===== src/verilog/bus_cfg_pkg.sv =====
`default_nettype none

package bus_cfg_pkg;

	// --------------------
	// address and data widths
	localparam int TAG_W = 4;
	localparam int IDX_W = 2;
	localparam int WORD_W = 32;

	// --------------------
	// response queue sizing
	localparam int RSP_Q_NUM = 4;
	localparam int RSP_Q_PTR_W = 2;

	// cycles from memory accept to queue fill
	localparam int MEM_LAT = 4;

	typedef logic [TAG_W-1:0] tag_t;
	typedef logic [IDX_W-1:0] idx_t;
	typedef logic [WORD_W-1:0] word_t;
	typedef logic [RSP_Q_PTR_W-1:0] qptr_t;

	// 0 is core 0, 1 is core 1
	typedef logic core_id_t;

endpackage

`default_nettype wire


===== src/verilog/bus_msg_pkg.sv =====
`default_nettype none

package bus_msg_pkg;

	// bus messages
	typedef enum logic [1:0] {
		NONE = 2'd0,
		GET_S = 2'd1,
		PUT_M = 2'd2
	} message_t;

	// arbiter request FSM
	typedef enum logic [1:0] {
		IDLE = 2'd0,
		ISSUE = 2'd1,
		CORE_ACK = 2'd2,
		DRAIN = 2'd3
	} arb_state_t;

	// response delivery FSM
	typedef enum logic {
		SHOW = 1'b0,
		WAIT_LOW = 1'b1
	} rsp_state_t;

endpackage

`default_nettype wire


===== src/verilog/bus_req_if.sv =====
`default_nettype none

// granted request, arbiter to memory controller
// the queue watches it and supplies the tail pointer
interface bus_req_if;

	logic req;
	logic ack;
	bus_cfg_pkg::core_id_t id;
	bus_cfg_pkg::tag_t tag;
	bus_cfg_pkg::idx_t idx;
	bus_msg_pkg::message_t msg;
	bus_cfg_pkg::word_t data;

	// queue entry a GET_S will take
	bus_cfg_pkg::qptr_t ptr;

	modport master (output req, id, tag, idx, msg, data, input ack);

	modport slave (input req, tag, idx, msg, data, ptr, output ack);

	modport monitor (input id, tag, idx, output ptr);

endinterface

`default_nettype wire


===== src/verilog/pend_if.sv =====
`default_nettype none

// pending block lookup and allocation between arbiter and queue
interface pend_if;

	// lookup address per core
	bus_cfg_pkg::tag_t tag0;
	bus_cfg_pkg::idx_t idx0;
	bus_cfg_pkg::tag_t tag1;
	bus_cfg_pkg::idx_t idx1;

	logic hit0;
	logic hit1;
	logic full;
	logic alloc;

	modport arbiter (output tag0, idx0, tag1, idx1, alloc, input hit0, hit1, full);

	modport queue (input tag0, idx0, tag1, idx1, alloc, output hit0, hit1, full);

endinterface

`default_nettype wire


===== src/verilog/coh_bus_top.sv =====
`default_nettype none

module coh_bus_top (
	input  wire                        clk,
	input  wire                        rst,

	input  wire                        core0_req_i,
	input  wire bus_cfg_pkg::tag_t     core0_tag_i,
	input  wire bus_cfg_pkg::idx_t     core0_idx_i,
	input  wire bus_msg_pkg::message_t core0_msg_i,
	input  wire bus_cfg_pkg::word_t    core0_data_i,
	output logic                       core0_ack_o,

	input  wire                        core1_req_i,
	input  wire bus_cfg_pkg::tag_t     core1_tag_i,
	input  wire bus_cfg_pkg::idx_t     core1_idx_i,
	input  wire bus_msg_pkg::message_t core1_msg_i,
	input  wire bus_cfg_pkg::word_t    core1_data_i,
	output logic                       core1_ack_o,

	output logic                       rsp_vld_o,
	output bus_cfg_pkg::core_id_t      rsp_id_o,
	output bus_cfg_pkg::tag_t          rsp_tag_o,
	output bus_cfg_pkg::idx_t          rsp_idx_o,
	output bus_cfg_pkg::word_t         rsp_data_o,
	input  wire                        rsp_ack_i
);

	bus_req_if bus_req ();
	pend_if pend ();

	// memory fill into the queue
	logic fill_vld;
	bus_cfg_pkg::qptr_t fill_ptr;
	bus_cfg_pkg::word_t fill_data;

	req_arbiter req_arbiter_i (
		.clk          (clk),
		.rst          (rst),
		.core0_req_i  (core0_req_i),
		.core0_tag_i  (core0_tag_i),
		.core0_idx_i  (core0_idx_i),
		.core0_msg_i  (core0_msg_i),
		.core0_data_i (core0_data_i),
		.core0_ack_o  (core0_ack_o),
		.core1_req_i  (core1_req_i),
		.core1_tag_i  (core1_tag_i),
		.core1_idx_i  (core1_idx_i),
		.core1_msg_i  (core1_msg_i),
		.core1_data_i (core1_data_i),
		.core1_ack_o  (core1_ack_o),
		.bus          (bus_req.master),
		.pend         (pend.arbiter)
	);

	rsp_queue rsp_queue_i (
		.clk         (clk),
		.rst         (rst),
		.bus         (bus_req.monitor),
		.pend        (pend.queue),
		.fill_vld_i  (fill_vld),
		.fill_ptr_i  (fill_ptr),
		.fill_data_i (fill_data),
		.rsp_vld_o   (rsp_vld_o),
		.rsp_id_o    (rsp_id_o),
		.rsp_tag_o   (rsp_tag_o),
		.rsp_idx_o   (rsp_idx_o),
		.rsp_data_o  (rsp_data_o),
		.rsp_ack_i   (rsp_ack_i)
	);

	mem_ctrl mem_ctrl_i (
		.clk         (clk),
		.rst         (rst),
		.bus         (bus_req.slave),
		.fill_vld_o  (fill_vld),
		.fill_ptr_o  (fill_ptr),
		.fill_data_o (fill_data)
	);

endmodule

`default_nettype wire


===== src/verilog/mem_ctrl.sv =====
`default_nettype none

module mem_ctrl (
	input  wire                 clk,
	input  wire                 rst,

	bus_req_if.slave            bus,

	output logic                fill_vld_o,
	output bus_cfg_pkg::qptr_t  fill_ptr_o,
	output bus_cfg_pkg::word_t  fill_data_o
);

	// one word per tag and index
	localparam int ADDR_W = bus_cfg_pkg::TAG_W + bus_cfg_pkg::IDX_W;
	localparam int MEM_WORDS = 2 ** ADDR_W;

	bus_cfg_pkg::word_t mem [MEM_WORDS];
	logic [ADDR_W-1:0] addr;
	logic accept;

	// fill delay line
	logic [bus_cfg_pkg::MEM_LAT-1:0] dly_vld;
	bus_cfg_pkg::qptr_t dly_ptr [bus_cfg_pkg::MEM_LAT];
	bus_cfg_pkg::word_t dly_data [bus_cfg_pkg::MEM_LAT];

	assign addr = {bus.tag, bus.idx};

	// first cycle of a new request
	assign accept = bus.req && !bus.ack;

	// --------------------
	// handshake and memory
	always_ff @(posedge clk) begin
		if (rst) begin
			bus.ack <= 1'b0;
			dly_vld <= '0;
			for (int i = 0; i < MEM_WORDS; i++) begin
				mem[i] <= '0;
			end
		end else begin
			// ack follows req one cycle later, both edges
			bus.ack <= bus.req;
			dly_vld <= {dly_vld[bus_cfg_pkg::MEM_LAT-2:0],
				accept && bus.msg == bus_msg_pkg::GET_S};
			if (accept && bus.msg == bus_msg_pkg::PUT_M) begin
				mem[addr] <= bus.data;
			end
		end
	end

	// read data and queue slot travel together
	always_ff @(posedge clk) begin
		dly_ptr[0] <= bus.ptr;
		dly_data[0] <= mem[addr];
		for (int i = 1; i < bus_cfg_pkg::MEM_LAT; i++) begin
			dly_ptr[i] <= dly_ptr[i-1];
			dly_data[i] <= dly_data[i-1];
		end
	end

	assign fill_vld_o = dly_vld[bus_cfg_pkg::MEM_LAT-1];
	assign fill_ptr_o = dly_ptr[bus_cfg_pkg::MEM_LAT-1];
	assign fill_data_o = dly_data[bus_cfg_pkg::MEM_LAT-1];

endmodule

`default_nettype wire


===== src/verilog/req_arbiter.sv =====
`default_nettype none

module req_arbiter (
	input  wire                       clk,
	input  wire                       rst,

	input  wire                       core0_req_i,
	input  wire bus_cfg_pkg::tag_t    core0_tag_i,
	input  wire bus_cfg_pkg::idx_t    core0_idx_i,
	input  wire bus_msg_pkg::message_t core0_msg_i,
	input  wire bus_cfg_pkg::word_t   core0_data_i,
	output logic                      core0_ack_o,

	input  wire                       core1_req_i,
	input  wire bus_cfg_pkg::tag_t    core1_tag_i,
	input  wire bus_cfg_pkg::idx_t    core1_idx_i,
	input  wire bus_msg_pkg::message_t core1_msg_i,
	input  wire bus_cfg_pkg::word_t   core1_data_i,
	output logic                      core1_ack_o,

	bus_req_if.master                 bus,
	pend_if.arbiter                   pend
);

	bus_msg_pkg::arb_state_t state_r;
	logic prio_r;
	logic elig0;
	logic elig1;
	logic gnt_vld;
	bus_cfg_pkg::core_id_t gnt_id;
	logic gnt_req;

	// both cores are looked up every cycle
	assign pend.tag0 = core0_tag_i;
	assign pend.idx0 = core0_idx_i;
	assign pend.tag1 = core1_tag_i;
	assign pend.idx1 = core1_idx_i;

	// --------------------
	// eligibility and grant
	// a pending block stalls any request, a full queue only GET_S
	assign elig0 = core0_req_i && !pend.hit0 &&
		!(core0_msg_i == bus_msg_pkg::GET_S && pend.full);
	assign elig1 = core1_req_i && !pend.hit1 &&
		!(core1_msg_i == bus_msg_pkg::GET_S && pend.full);

	assign gnt_vld = elig0 || elig1;

	always_comb begin
		if (elig0 && elig1) begin
			gnt_id = prio_r;
		end else begin
			gnt_id = elig1;
		end
	end

	// req of the core that owns the current transfer
	assign gnt_req = bus.id ? core1_req_i : core0_req_i;

	// queue entry taken in the cycle the memory ack is first seen
	assign pend.alloc = (state_r == bus_msg_pkg::ISSUE) && bus.ack &&
		(bus.msg == bus_msg_pkg::GET_S);

	// --------------------
	// transfer FSM
	always_ff @(posedge clk) begin
		if (rst) begin
			state_r <= bus_msg_pkg::IDLE;
			prio_r <= 1'b0;
			bus.req <= 1'b0;
			core0_ack_o <= 1'b0;
			core1_ack_o <= 1'b0;
		end else begin
			case (state_r)
				bus_msg_pkg::IDLE: begin
					if (gnt_vld) begin
						bus.req <= 1'b1;
						// other core goes first next time
						prio_r <= ~gnt_id;
						state_r <= bus_msg_pkg::ISSUE;
					end
				end
				bus_msg_pkg::ISSUE: begin
					if (bus.ack) begin
						bus.req <= 1'b0;
						core0_ack_o <= (bus.id == 1'b0);
						core1_ack_o <= bus.id;
						state_r <= bus_msg_pkg::CORE_ACK;
					end
				end
				bus_msg_pkg::CORE_ACK: begin
					if (!gnt_req) begin
						core0_ack_o <= 1'b0;
						core1_ack_o <= 1'b0;
						state_r <= bus_msg_pkg::DRAIN;
					end
				end
				bus_msg_pkg::DRAIN: begin
					// memory side must finish its handshake too
					if (!bus.ack) begin
						state_r <= bus_msg_pkg::IDLE;
					end
				end
				default: begin
					state_r <= bus_msg_pkg::IDLE;
				end
			endcase
		end
	end

	// request fields held for the whole internal transfer
	always_ff @(posedge clk) begin
		if (state_r == bus_msg_pkg::IDLE && gnt_vld) begin
			bus.id <= gnt_id;
			bus.tag <= gnt_id ? core1_tag_i : core0_tag_i;
			bus.idx <= gnt_id ? core1_idx_i : core0_idx_i;
			bus.msg <= gnt_id ? core1_msg_i : core0_msg_i;
			bus.data <= gnt_id ? core1_data_i : core0_data_i;
		end
	end

endmodule

`default_nettype wire


===== src/verilog/rsp_queue.sv =====
`default_nettype none

module rsp_queue (
	input  wire                     clk,
	input  wire                     rst,

	bus_req_if.monitor              bus,
	pend_if.queue                   pend,

	input  wire                     fill_vld_i,
	input  wire bus_cfg_pkg::qptr_t fill_ptr_i,
	input  wire bus_cfg_pkg::word_t fill_data_i,

	output logic                    rsp_vld_o,
	output bus_cfg_pkg::core_id_t   rsp_id_o,
	output bus_cfg_pkg::tag_t       rsp_tag_o,
	output bus_cfg_pkg::idx_t       rsp_idx_o,
	output bus_cfg_pkg::word_t      rsp_data_o,
	input  wire                     rsp_ack_i
);

	// entry payload
	bus_cfg_pkg::tag_t tag_q [bus_cfg_pkg::RSP_Q_NUM];
	bus_cfg_pkg::idx_t idx_q [bus_cfg_pkg::RSP_Q_NUM];
	bus_cfg_pkg::core_id_t id_q [bus_cfg_pkg::RSP_Q_NUM];
	bus_cfg_pkg::word_t data_q [bus_cfg_pkg::RSP_Q_NUM];

	// allocated, and filled by memory
	logic [bus_cfg_pkg::RSP_Q_NUM-1:0] vld_q;
	logic [bus_cfg_pkg::RSP_Q_NUM-1:0] rdy_q;

	// top bit is the wrap bit
	logic [bus_cfg_pkg::RSP_Q_PTR_W:0] head_r;
	logic [bus_cfg_pkg::RSP_Q_PTR_W:0] tail_r;
	bus_cfg_pkg::qptr_t head_idx;
	bus_cfg_pkg::qptr_t tail_idx;

	bus_msg_pkg::rsp_state_t state_r;
	logic pop;

	assign head_idx = head_r[bus_cfg_pkg::RSP_Q_PTR_W-1:0];
	assign tail_idx = tail_r[bus_cfg_pkg::RSP_Q_PTR_W-1:0];

	// same slot, different lap
	assign pend.full = (head_r[bus_cfg_pkg::RSP_Q_PTR_W] != tail_r[bus_cfg_pkg::RSP_Q_PTR_W]) &&
		(head_idx == tail_idx);

	// next GET_S lands here
	assign bus.ptr = tail_idx;

	// --------------------
	// pending block lookup
	always_comb begin
		pend.hit0 = 1'b0;
		pend.hit1 = 1'b0;
		for (int i = 0; i < bus_cfg_pkg::RSP_Q_NUM; i++) begin
			if (vld_q[i] && tag_q[i] == pend.tag0 && idx_q[i] == pend.idx0) begin
				pend.hit0 = 1'b1;
			end
			if (vld_q[i] && tag_q[i] == pend.tag1 && idx_q[i] == pend.idx1) begin
				pend.hit1 = 1'b1;
			end
		end
	end

	// --------------------
	// response delivery
	assign pop = (state_r == bus_msg_pkg::SHOW) && rsp_vld_o && rsp_ack_i;

	assign rsp_id_o = id_q[head_idx];
	assign rsp_tag_o = tag_q[head_idx];
	assign rsp_idx_o = idx_q[head_idx];
	assign rsp_data_o = data_q[head_idx];

	always_ff @(posedge clk) begin
		if (rst) begin
			head_r <= '0;
			tail_r <= '0;
			vld_q <= '0;
			rdy_q <= '0;
			rsp_vld_o <= 1'b0;
			state_r <= bus_msg_pkg::SHOW;
		end else begin
			if (pend.alloc) begin
				vld_q[tail_idx] <= 1'b1;
				rdy_q[tail_idx] <= 1'b0;
				tail_r <= tail_r + 1'b1;
			end
			if (fill_vld_i) begin
				rdy_q[fill_ptr_i] <= 1'b1;
			end
			// free the head once the core has taken it
			if (pop) begin
				vld_q[head_idx] <= 1'b0;
				rdy_q[head_idx] <= 1'b0;
				head_r <= head_r + 1'b1;
			end
			case (state_r)
				bus_msg_pkg::SHOW: begin
					if (pop) begin
						rsp_vld_o <= 1'b0;
						state_r <= bus_msg_pkg::WAIT_LOW;
					end else if (!rsp_vld_o && vld_q[head_idx] && rdy_q[head_idx]) begin
						rsp_vld_o <= 1'b1;
					end
				end
				bus_msg_pkg::WAIT_LOW: begin
					// next head waits for ack to drop
					if (!rsp_ack_i) begin
						state_r <= bus_msg_pkg::SHOW;
					end
				end
				default: begin
					state_r <= bus_msg_pkg::SHOW;
				end
			endcase
		end
	end

	// payload writes
	always_ff @(posedge clk) begin
		if (pend.alloc) begin
			tag_q[tail_idx] <= bus.tag;
			idx_q[tail_idx] <= bus.idx;
			id_q[tail_idx] <= bus.id;
		end
		if (fill_vld_i) begin
			data_q[fill_ptr_i] <= fill_data_i;
		end
	end

endmodule

`default_nettype wire

===== config.mk =====
export PLATFORM = sky130hd
export DESIGN_NAME = coh_bus_top
export DESIGN_NICKNAME = d
export VERILOG_FILES = /design/src/verilog/bus_cfg_pkg.sv /design/src/verilog/bus_msg_pkg.sv /design/src/verilog/bus_req_if.sv /design/src/verilog/pend_if.sv /design/src/verilog/coh_bus_top.sv /design/src/verilog/mem_ctrl.sv /design/src/verilog/req_arbiter.sv /design/src/verilog/rsp_queue.sv
export SDC_FILE = /design/constraint.sdc
export NUM_CORES = 2
export LEC_CHECK = 0
export ABC_AREA = 1
export BUFFER_PORTS_ARGS = -buffer_cell sky130_fd_sc_hd__buf_2
export CAP_MARGIN = 10
export CORE_MARGIN = 2
export CORE_UTILIZATION = 50
export CTS_CLUSTER_SIZE = 24
export DETAILED_ROUTE_END_ITERATION = 16
export PLACE_DENSITY = 0.66
export SLEW_MARGIN = 10
export SYNTH_ARGS = -nofsm -noshare
export SYNTH_HDL_FRONTEND = slang
export SYNTH_SLANG_ARGS = --single-unit

===== constraint.sdc =====
create_clock -name clk -period 3.9 [get_ports clk]
set_clock_uncertainty 0.1 [all_clocks]
set_input_delay 0.975 -clock clk [delete_from_list [all_inputs] [get_ports clk]]
set_output_delay 0.975 -clock clk [all_outputs]
set_load 0.02 [all_outputs]

# Word level (Yosys, flattened, before mapping)
# Memories as Yosys holds them, arrays and structs flattened. A register that Yosys moved wholly into a read port is not among the register bits.
# Cells that the tools add are included.
[word_totals]
reg_bits = 68
ramBits = 2340
input_bits = 85
out_inout_bits = 42
word_cells = 197
n_memories = 7
[op_classes]
add_sub_neg = 2
order_cmp = 6
n_eq_ne = 29
n_mux = 71
bitwise_logic = 10
n_reduce_logical = 54
[memory_table]
columns = ["memory", "words", "width", "rd", "rd_clocked_by_memory_dff", "wr", "line", "text"]
rows = [
  ["mem_ctrl_i.mem", 64, 32, 1, 1, 64, "mem_ctrl.sv:18", "bus_cfg_pkg::word_t mem [MEM_WORDS];"],
  ["mem_ctrl_i.dly_data", 4, 32, 4, 0, 4, "mem_ctrl.sv:25", "bus_cfg_pkg::word_t dly_data [bus_cfg_pkg::MEM_LAT];"],
  ["rsp_queue_i.data_q", 4, 32, 1, 1, 1, "rsp_queue.sv:26", "bus_cfg_pkg::word_t data_q [bus_cfg_pkg::RSP_Q_NUM];"],
  ["rsp_queue_i.tag_q", 4, 4, 5, 1, 1, "rsp_queue.sv:23", "bus_cfg_pkg::tag_t tag_q [bus_cfg_pkg::RSP_Q_NUM];"],
  ["mem_ctrl_i.dly_ptr", 4, 2, 4, 0, 4, "mem_ctrl.sv:24", "bus_cfg_pkg::qptr_t dly_ptr [bus_cfg_pkg::MEM_LAT];"],
  ["rsp_queue_i.idx_q", 4, 2, 5, 1, 1, "rsp_queue.sv:24", "bus_cfg_pkg::idx_t idx_q [bus_cfg_pkg::RSP_Q_NUM];"],
  ["+1 memories", "n/a", "n/a", "n/a", "n/a", "n/a", "n/a", ""],
]
[ops]
columns = ["op", "n"]
rows = [
  ["32-bit 2-to-1 mux", 2],
  ["1-bit logical AND", 37],
  ["4-bit 2-to-1 mux", 9],
  ["1-bit 2-to-1 mux", 34],
  ["4-bit equality test", 8],
  ["32-bit OR reduction", 1],
  ["2-bit 2-to-1 mux", 14],
  ["2-bit equality test", 9],
  ["4-bit AND", 3],
  ["6-bit 2-to-1 mux", 2],
  ["2-bit by 3-bit less-than comparator with 1-bit output, second input constant", 3],
  ["2-bit by 1-bit equality test with 1-bit output, second input constant", 4],
  ["4-bit NOT", 2],
  ["4-bit OR", 2],
  ["1-bit one-hot mux with 2 select lines", 4],
  ["2-bit one-hot mux with 4 select lines", 1],
  ["3-bit by 1-bit adder with 3-bit output, second input constant", 2],
  ["1-bit demux with 2-bit select", 3],
  ["2-bit equality test, second input constant", 3],
  ["2-bit by 1-bit >= comparator with 1-bit output, second input constant", 3],
  ["1-bit logical NOT", 6],
  ["3-bit AND reduction", 2],
  ["2-bit nonzero test", 3],
  ["1-bit binary-select mux with 2-bit select", 2],
  ["8 further kinds", 13],
]

# Longest topological paths before layout
[depth]
ltp_word = 14
depth_mapped = 14
mapped_depth_nobuf = 13

# Cells and area by module
# A second synthesis with hierarchy kept.
[unflattened]
cells_unflattened = 12052
hier_area_um2 = 108424.0
[modules_own_cells]
columns = ["mod", "n_inst", "cells_per_inst", "area_per_inst_um2", "seq_area_each_um2"]
rows = [
  ["mem_ctrl", 1, 11092, 98480.7, 64321.7],
  ["rsp_queue", 1, 708, 7497.2, 5044.8],
  ["req_arbiter", 1, 252, 2446.1, 1351.3],
]

# Least setup slack after synthesis
# OpenSTA, ideal clock, no wires.
[synth_timing]
kind = "input to register"
startpoint = "input rst"
endpoint = "memory mem_ctrl_i.mem[10][0] in the netlist's numbering, enable pin"
setup_ns = 0.389
arrival_time_ns = 2.960
required_time_ns = 3.411
slack_ns = 0.451
path_stages = 9
path_buffers = 2
path_cell_list = "buf_2 nor2_4 nand2_1 nor3_2 nand2_1 nor2_2 nand2_1 clkbuf_1 nand2_1"
[synth_rtl]
columns = ["item", "line", "text"]
rows = [
  ["start: declaration", "coh_bus_top.sv:5", "input wire rst,"],
  ["end: declaration", "mem_ctrl.sv:18", ""],
]

==> impl_metrics.yaml <==
status:
  run_status: "completed"
cells_and_area:
  layout-drive-gt1-share: 0.0940
  instances_no_fill: 12600
  nFillCells: 17200
  register_area_sq_um: 70900
  multi_input_area_sq_um: 27700
  final_util: 0.561
  syn2layout_area_growth_pct: 11.8
  layout.nets: 9800
clock_network:
  clkLatencyLatePin_ns: 0.90
  cts_max_level: 4
  cts_hold_buf: 0
  path_clk_slew_ns: 0.06
  cts_tree: "yes"
  cts_root_buffer: "clkbuf_16"
  cts_setup_buffers: 0
  cts_resized: 0
  cts_buffers: 232
  clock_path_buffers: 3
  clock-sinks: 2416
floorplanning:
  rows: 166
  dieArea_sq_um: 209000
  die_h_um: 457
  core_sq_um: 204000
  die_w_um: 457
  pin_count: 127
  start_util: 0.502
synth:
  syn_area_sq_um: 103000
  synthFlopType: "edfxtp_1"
  synth_edf_count: 2245
  ys_seq_area_frac: 0.690
  synth-seq-cells: 2416
  ys_types: 30
  synth_top_area_cell: "edfxtp_1"
  yosysMostFrequentCell: "nor2_1"
  yosysWarnings: 0
  synthArstFlopShare: 0
  syn_avg_cell_area_sq_um: 10.5
  synth_area_leaders: "edfxtp_1, nor2_1, o21ai_0"
  yosysTopAreaCellShare: 0.657
  synthTopCellsByCount: "nor2_1, edfxtp_1, o21ai_0, nand2_1, clkbuf_1"
  synth_fp_nets: 9903
  synth_cells: 9805
sta:
  fmax_ghz: 0.279
  worst_pin_slew_ns: 1.15
  setup-violations-final: 0
  slew_viol_final: 0
  relSlewSlack: 0.233
  min_period_ns: 3.58
  holdWs_ns: 0.221
  fin_crit_sh: 0.919
  hold_viol: 0
  setup_tns_ns: 0
  rsz0062_at_grt: "false"
global_route:
  grt_max_degree: 133
  grt-ovfl-total: 0
  grt_first_pass_wirelength_um: 485000
  grt_antenna_before_repair: 10
  gr-usage-all-layers: 0.314
  grt_pass1_vias: 72200
critical_path:
  rr_endpoint: "mem_ctrl_i.dly_data[0][30]"
  critPathLaunchType: "register"
  endpoint: "rsp_data_o[6]"
  cp_data_arrival_time_ns: 2.51
  reg2reg_slack_ns: 0.49
  reg2regPathDepth: 10
  cp-end-kind: "output port"
  required_ns: 2.82
  path_max_fanout: 72
  worstSetupPathType: "reg -> out"
power:
  irDropWorstVdd_mv: 0.595
  power_density_nw_per_um2: 738
  p_leak_nw: 43.3
placed_design:
  gp_congestion: 0.955
  portBuffers: 126
  dp_hpwl_um: 203000
  dp.cells: 12200
route:
  routedWlPerCell_um: 26.5
  drtPass1Iterations: 6
  vias: 76700
  drc_errors: 0
  viasPerCell: 6.09
  postRouteAntennaNets: 0
  drt_iter0_drc: 12200
  drt-total-wl_um: 334000
worst_hold_path:
  hold_class: "reg -> reg"
  hold_depth: 0
job:
  maxCapViolCount: 0
## worst max-delay path: stages (launching register included)
cell and delay (ns):
dfxtp_2 0.33, buf_4 0.55, o21ai_0 0.22, o22ai_1 0.28, buf_2 0.22
## kinds of logic after synthesis
logic type	synth area share
buffers and inverters	0.0396
DFF	0.690
and+or+nand+nor	0.175
adders and majority gates	0.00159
xor gates and xnor gates	0.000512
AOI/OAI and AO/OA	0.0930
## worst min path at each step
stage	startpoint	to
after global placement	mem_ctrl_i.dly_data[2][9]	mem_ctrl_i.dly_data[3][9]
after floorplan	mem_ctrl_i.dly_data[0][0]	mem_ctrl_i.dly_data[1][0]
after detailed placement	mem_ctrl_i.dly_data[0][20]	mem_ctrl_i.dly_data[1][20]
after global routing	rst	mem_ctrl_i.bus.ack
final	mem_ctrl_i.dly_data[1][11]	mem_ctrl_i.dly_data[2][11]
after CTS	rst	mem_ctrl_i.bus.ack
## sequential cells by signal, summed over array words and instances, names as in the netlist, 3 cells and up, named ones only
| signal | cells |
|---|---|
| rsp_queue_i.tail_r | 3 |
| mem_ctrl_i.mem | 2048 |
| mem_ctrl_i.dly_data | 128 |
| rsp_queue_i.tag_q | 16 |
| req_arbiter_i.bus.data | 32 |
| rsp_queue_i.vld_q | 4 |
| rsp_queue_i.head_r | 3 |
| rsp_queue_i.rdy_q | 4 |
| rsp_queue_i.idx_q | 8 |
| req_arbiter_i.bus.tag | 4 |
| mem_ctrl_i.dly_ptr | 8 |
| mem_ctrl_i.dly_vld | 4 |
| rsp_queue_i.data_q | 128 |
| rsp_queue_i.id_q | 4 |
## per-layer routing
| layer | GRT usage | routed length [um] | vias to the layer above | share of wire |
|---|---|---|---|---|
| met5 | 0 | 7 | - | 0.000021 |
| met4 | 0.163 | 19100 | 2 | 0.057 |
| met3 | 0.0753 | 41700 | 762 | 0.12 |
| met2 | 0.476 | 150000 | 5022 | 0.45 |
| met1 | 0.423 | 122000 | 37400 | 0.37 |
| li1 | - | - | 33600 | - |
## cells in the final DEF (no fill, tap or decap), types with 10 or more instances in the layout
cell,n
and2_1,25
clkinv_1,56
buf_2,126
buf_4,324
nor3_1,10
o21ai_0,1137
edfxtp_1,2245
bufinv_16,14
inv_1,91
o211ai_1,12
nand2_1,932
dfxtp_1,165
nand3_1,397
a21oi_1,48
o21ai_1,17
clkbuf_1,45
o22ai_1,545
clkinv_2,82
nor2_1,3224
clkbuf_16,240
ha_1,13
buf_12,82
## final cells by class
class / instances / area share
Inverter: 134 / 0.00496
Multi-Input combinational cell: 6386 / 0.242
Clock buffer: 294 / 0.0549
Clock inverter: 143 / 0.0101
Tap cell: 2688 / 0.0293
Sequential cell: 2416 / 0.618
Timing Repair Buffer: 532 / 0.0410
Antenna cell: 6 / 0.000131
## power breakdown
part | switching (mW) | internal [mW]
sequential | 0.966 | 30.2
clock | 9.88 | 12.3
combinational | 23.8 | 7.52
total | 34.6 | 50.1
## through the flow
| stage | setup WS [ns] | total power, mW | cell area (sq um) |
|---|---|---|---|
| after floorplan | 0.451 | 47.7 | 103000 |
| after global placement | 0.273 | 61.3 | 107000 |
| after detailed placement | 0.261 | 61.6 | 107000 |
| after CTS | 0.251 | 83.5 | 115000 |
| after global routing | 0.126 | 87.1 | 115000 |
| final | 0.315 | 84.7 | 115000 |
Power figures use the tool's default switching activity.
